===== src/fas_dsp_pkg.sv =====
//////////////////////////////////////////////////
// Fixed arithmetic constants for the analyser
// FIR coefficient table and FFT twiddle tables in Q16
//////////////////////////////////////////////////
package fas_dsp_pkg;

  //////////////////////////////////////////////////
  // Sample and filter
  //////////////////////////////////////////////////
  localparam int SAMPLE_W = 16;
  localparam int FIR_TAPS = 32;
  localparam int FIR_FILL = 34;                     // Valid inputs before fir_valid rises
  localparam int Q_FRAC   = 16;                     // Fraction bits of every fixed-point word

  typedef logic signed [SAMPLE_W-1:0] sample_t;
  typedef logic signed [19:0]         coef_t;       // 16 fraction bits

  // Symmetric low-pass response, entry 0 weights the newest tap
  localparam coef_t FIR_COEF [FIR_TAPS] = '{
    20'shFFF9E, 20'shFFF86, 20'shFFFA7, 20'sh0003B,
    20'sh0014B, 20'sh0024A, 20'sh00222, 20'shFFFE4,
    20'shFFBC5, 20'shFF7CA, 20'shFF74E, 20'shFFD74,
    20'sh00B1A, 20'sh01DAC, 20'sh02F9E, 20'sh03AA9,
    20'sh03AA9, 20'sh02F9E, 20'sh01DAC, 20'sh00B1A,
    20'shFFD74, 20'shFF74E, 20'shFF7CA, 20'shFFBC5,
    20'shFFFE4, 20'sh00222, 20'sh0024A, 20'sh0014B,
    20'sh0003B, 20'shFFFA7, 20'shFFF86, 20'shFFF9E
  };

  //////////////////////////////////////////////////
  // Frame and FFT
  //////////////////////////////////////////////////
  localparam int FRAME_LEN = 16;
  localparam int FFT_STEPS = 5;                     // Four stages plus truncation

  typedef logic signed [17:0] twiddle_t;

  // W^k = cos(2*pi*k/16) - j*sin(2*pi*k/16), k = 0..7
  localparam twiddle_t TW_RE [FRAME_LEN/2] = '{
    18'sd65536,  18'sd60547,  18'sd46340,  18'sd25079,
    18'sd0,      -18'sd25079, -18'sd46340, -18'sd60547
  };

  localparam twiddle_t TW_IM [FRAME_LEN/2] = '{
    18'sd0,      -18'sd25079, -18'sd46340, -18'sd60547,
    -18'sd65536, -18'sd60547, -18'sd46340, -18'sd25079
  };

endpackage

===== src/fas_frame_pkg.sv =====
//////////////////////////////////////////////////
// Types for samples, frames, stage vectors and spectra
//////////////////////////////////////////////////
package fas_frame_pkg;

  // Element 0 is the earliest sample of the frame
  typedef fas_dsp_pkg::sample_t [fas_dsp_pkg::FRAME_LEN-1:0] frame_t;

  typedef logic signed [39:0] stage_word_t;         // Q16 word between FFT stages

  typedef struct packed {
    stage_word_t re;
    stage_word_t im;
  } cplx_t;

  typedef cplx_t [fas_dsp_pkg::FRAME_LEN-1:0] stage_vec_t;

  typedef struct packed {
    logic signed [15:0] re;
    logic signed [15:0] im;
  } bin_t;

  typedef bin_t [fas_dsp_pkg::FRAME_LEN-1:0] spectrum_t;  // Indexed by bin number

  typedef logic [32:0] power_t;                     // re^2 + im^2 of one bin
  typedef logic [3:0]  bin_idx_t;

endpackage


===== src/frame_collector.sv =====
//////////////////////////////////////////////////
// Packs 16 consecutive filter outputs into one frame
//////////////////////////////////////////////////
`timescale 1ns/1ps

module frame_collector (
  input  logic                  clk,
  input  logic                  rst,
  input  logic                  fir_valid,
  input  fas_dsp_pkg::sample_t  fir_d,
  output logic                  frame_valid,
  output fas_frame_pkg::frame_t frame
);
  import fas_dsp_pkg::*;
  import fas_frame_pkg::*;

  localparam int POS_W = $clog2(FRAME_LEN) + 1;     // Counts 0 to FRAME_LEN

  logic [POS_W-1:0] pos;

  // A full count means the frame register holds 16 new samples
  assign frame_valid = (pos == POS_W'(FRAME_LEN));

  always_ff @(posedge clk or posedge rst) begin
    if (rst) begin
      pos <= '0;
    end else if (!fir_valid) begin
      pos <= '0;                                    // Partial frame is abandoned
    end else if (frame_valid) begin
      pos <= POS_W'(1);                             // Sample lands in slot 0 this cycle
    end else begin
      pos <= pos + POS_W'(1);
    end
  end

  // Slot index wraps to 0 when the count is full
  always_ff @(posedge clk) begin
    if (fir_valid) begin
      frame[pos[POS_W-2:0]] <= fir_d;
    end
  end

endmodule


===== config.mk =====
export PLATFORM = sky130hd
export DESIGN_NAME = frame_collector
export DESIGN_NICKNAME = d
export VERILOG_FILES = /design/src/fas_dsp_pkg.sv /design/src/fas_frame_pkg.sv /design/src/frame_collector.sv
export SDC_FILE = /design/constraint.sdc
export NUM_CORES = 1
export LEC_CHECK = 0
export BUFFER_PORTS_ARGS = -buffer_cell sky130_fd_sc_hd__clkbuf_2
export CORE_MARGIN = 4
export CORE_UTILIZATION = 40
export CTS_CLUSTER_SIZE = 8
export DETAILED_ROUTE_END_ITERATION = 10
export PLACE_DENSITY = 0.72
export SLEW_MARGIN = 25
export SYNTH_ARGS = -nofsm -noshare
export SYNTH_HDL_FRONTEND = slang
export SYNTH_SLANG_ARGS = --single-unit

===== constraint.sdc =====
create_clock -name clk -period 2.99 [get_ports clk]
set_input_delay 0.598 -clock clk [delete_from_list [all_inputs] [get_ports clk]]
set_output_delay 0.598 -clock clk [all_outputs]
set_load 0.005 [all_outputs]

==> results.ini <==
[clocking]
cts_max_level=2
cts_inserted_buffers=38
clock_sinks=261
cts_resized=0
clockBufferDepth=3
clk_pin_slew_ns=0.04
cts_tree=built
cts-root-buf=clkbuf_16
clk_latency_ns=0.48

[synthesis]
ys_seq_elements=261
syn_nets=335
yosysMostFrequentCell=edfxtp_1
yosys.area.top_type_share=0.9484
synth.avg_cell_area_sq_um=25.98
ys_seq_area_frac=0.9639
synth.yosys.warnings=0
synthTopCellsByCount=edfxtp_1 (256), nor2_1 (13), nand2_1 (7)
ys.flop_type=edfxtp_1
synth-async-reset-ratio=0.01916
yosysTopAreaCell=edfxtp_1
synthTopCellsByArea=edfxtp_1 (95%), dfrtp_1 (1.5%), ha_1 (0.62%), nor2_1 (0.60%), nand2_1 (0.32%)
ys_types=21
synth_cells=312
synth_edf_count=256
synth_area_sq_um=8105

[routing]
firstDrtPassIters=5
drc=0
wl_mm=19.76
vias=4312
drt_iter0_drc=228
wl_per_cell_um=21.48
ant_nets=0
drt-vias-per-instance=4.687

[setup_path]
max_stage_delay_ns=0.43
r2r.worst_path.cells=2
cp-end-kind=output port
rrSetupSlack_ns=0.90
worstSetupPathType=reg -> out
cp-start-kind=register
cpMaxStageDelayCell=dfrtp_1
worstReg2RegStart=pos[2]
critPathTopFamily=flip-flops
worstPathCellList=inv_1, ha_1, nand2_1, nor3_2, clkbuf_2
crit_fanout=5
timing.critical_path.buf_inv=2
required_ns=2.39
arrival_ns=1.70
r2r_end=frame[147]

[timing]
worst_slew_pin_slew_ns=0.9888
hold_violations=0
fin_skew_ns=0.007782
period_needed_ns=2.293
slew_headroom=0.3401
finalSetupTns_ns=0
max_freq_mhz=436.1
holdWs_ns=0.4397
grt_setup_unrepaired=no
min_period_over_period=0.7669
drv_slew=0
finalSetupViolations=0

[placement]
dp.cells=864
hpwl_mm=12.83
portBuffers=275
gp_congestion=0.7250

[floorplanning]
dieArea_sq_um=22610
core_sq_um=19720
ioPinCount=276
die_w_um=150.4
rows=51
start_util=0.4111
fp.dieH_um=150.4

[power_and_ir_drop]
pwr-share-clk=0.469
switching_share=0.1845
powerDensity_nw_per_um2=730.1
p_switching_mw=1.487
seqPwrFrac=0.509
p_leak_nw=4.254
vdd.ir_drop.worst_v=0.0004019
power_report.internal_total_mw=6.573
p_comb_frac=0.022

[hold_path]
hold_class=in -> reg
min_to=pos[1]
hold_start=fir_valid
worstHoldPathCells=3

[grt]
grt_pass1_vias=4514
grt_max_degree=17
antenna_found_initial=0
grt_first_pass_wirelength_mm=28.04
globalRouteTotalUtil=0.1704
grt_overflow=0

[finish]
nNetsFinal=663
diodes=0
syn_to_final_growth_pct=36.20
stdcell_count=920
post-route-util=0.5599
drive_gt1_frac=0.5344

[job]
maxCapViolations=0

[status]
outcome=finished clean

-- final cells by class --
cell class	instances	area, sq um
repair buffers	291	1499
inverters	3	11.26
fillers	1487	8678
clock inverters	1	5.005
well taps	265	331.6
multi-input cells	45	305.3
clock buffers	54	1075
flip-flops and latches	261	7812
-- per-layer routing --
metal	track usage	wire length (um)
met5	0	0
met4	0.05444	445
met3	0.04846	1497
met1	0.2090	7695
met2	0.2929	10120
-- cell families after synthesis --
group,count (synthesis),synth area share
AO/OA/AOI/OAI,5,0.003397
XOR/XNOR,1,0.001081
flip-flops,261,0.9639
adder cells (fa/ha/maj),4,0.006175
buffers and inverters,6,0.004322
AND/OR/NAND/NOR,35,0.02115
-- power by group through the flow --
stage,combinational [mW],sequential (mW),clock (mW)
finish,0.177,4.10,3.78
global route,0.194,4.10,4.06
CTS,0.179,4.10,3.87
detailed placement,0.177,4.17,0
global placement,0.169,4.17,0
floorplan,0.0386,4.17,0
-- timing repair --
action / 4_1_cts / 5_1_grt
buffers inserted: 0 / 0
hold endpoints to repair: 5 / 0
hold buffers: 1 / 0
-- worst reg2reg max path, delay by kind of cell, from the launching register on --
| kind | cells | cell delay [ns] |
|---|---|---|
| flip-flops | 1 | 0.55 |
| AND/OR/NAND/NOR | 2 | 1.15 |
-- per-stage QoR --
| stage | area [sq um] | setup slack (ns) | power (mW) |
|---|---|---|---|
| 3_5_place_dp | 9950 | 0.7812 | 4.343 |
| 3_3_place_gp | 9950 | 0.8385 | 4.334 |
| 4_1_cts | 11040 | 0.6791 | 8.152 |
| 2_1_floorplan | 8105 | 0.5911 | 4.207 |
| 5_1_grt | 11040 | 0.5900 | 8.352 |
| 6_report | 11040 | 0.6969 | 8.060 |
-- worst max path at each step --
stage                  endpoint  depth (start not counted)  slack, ns       from
floorplan              frame[0]                          3       0.59  fir_valid
global placement      frame[20]                          4       0.84  fir_valid
detailed placement    frame[26]                          4       0.78  fir_valid
CTS                 frame_valid                          5       0.68     pos[0]
global route        frame_valid                          5       0.59     pos[0]
finish              frame_valid                          5       0.70     pos[0]
-- placed cells by master, fill, tap and decap left out --
master / Yosys / final
nand2b_1: 4 / 4
o21ai_0: 2 / 2
nor2b_1: 1 / 1
dlygate4sd3_1: 0 / 1
nand2_1: 7 / 7
inv_1: 3 / 3
xnor2_1: 1 / 1
buf_4: 1 / 15
a21oi_1: 2 / 2
a21boi_1: 1 / 1
edfxtp_1: 256 / 256
nand2_2: 1 / 1
clkbuf_1: 0 / 13
clkbuf_2: 1 / 275
ha_1: 4 / 4
clkinv_2: 0 / 1
nor3_1: 5 / 1
clkbuf_16: 0 / 41
and2_1: 1 / 1
nand3_2: 1 / 1
nor2_1: 13 / 2
dfrtp_1: 5 / 5
nor2_2: 0 / 11
and2b_1: 1 / 1
nor3_2: 1 / 5
-- state kept, by name, summed over array words and instances, names as in the netlist --
name and count:
frame 256, pos 5
(Power assumes the default switching activity.)
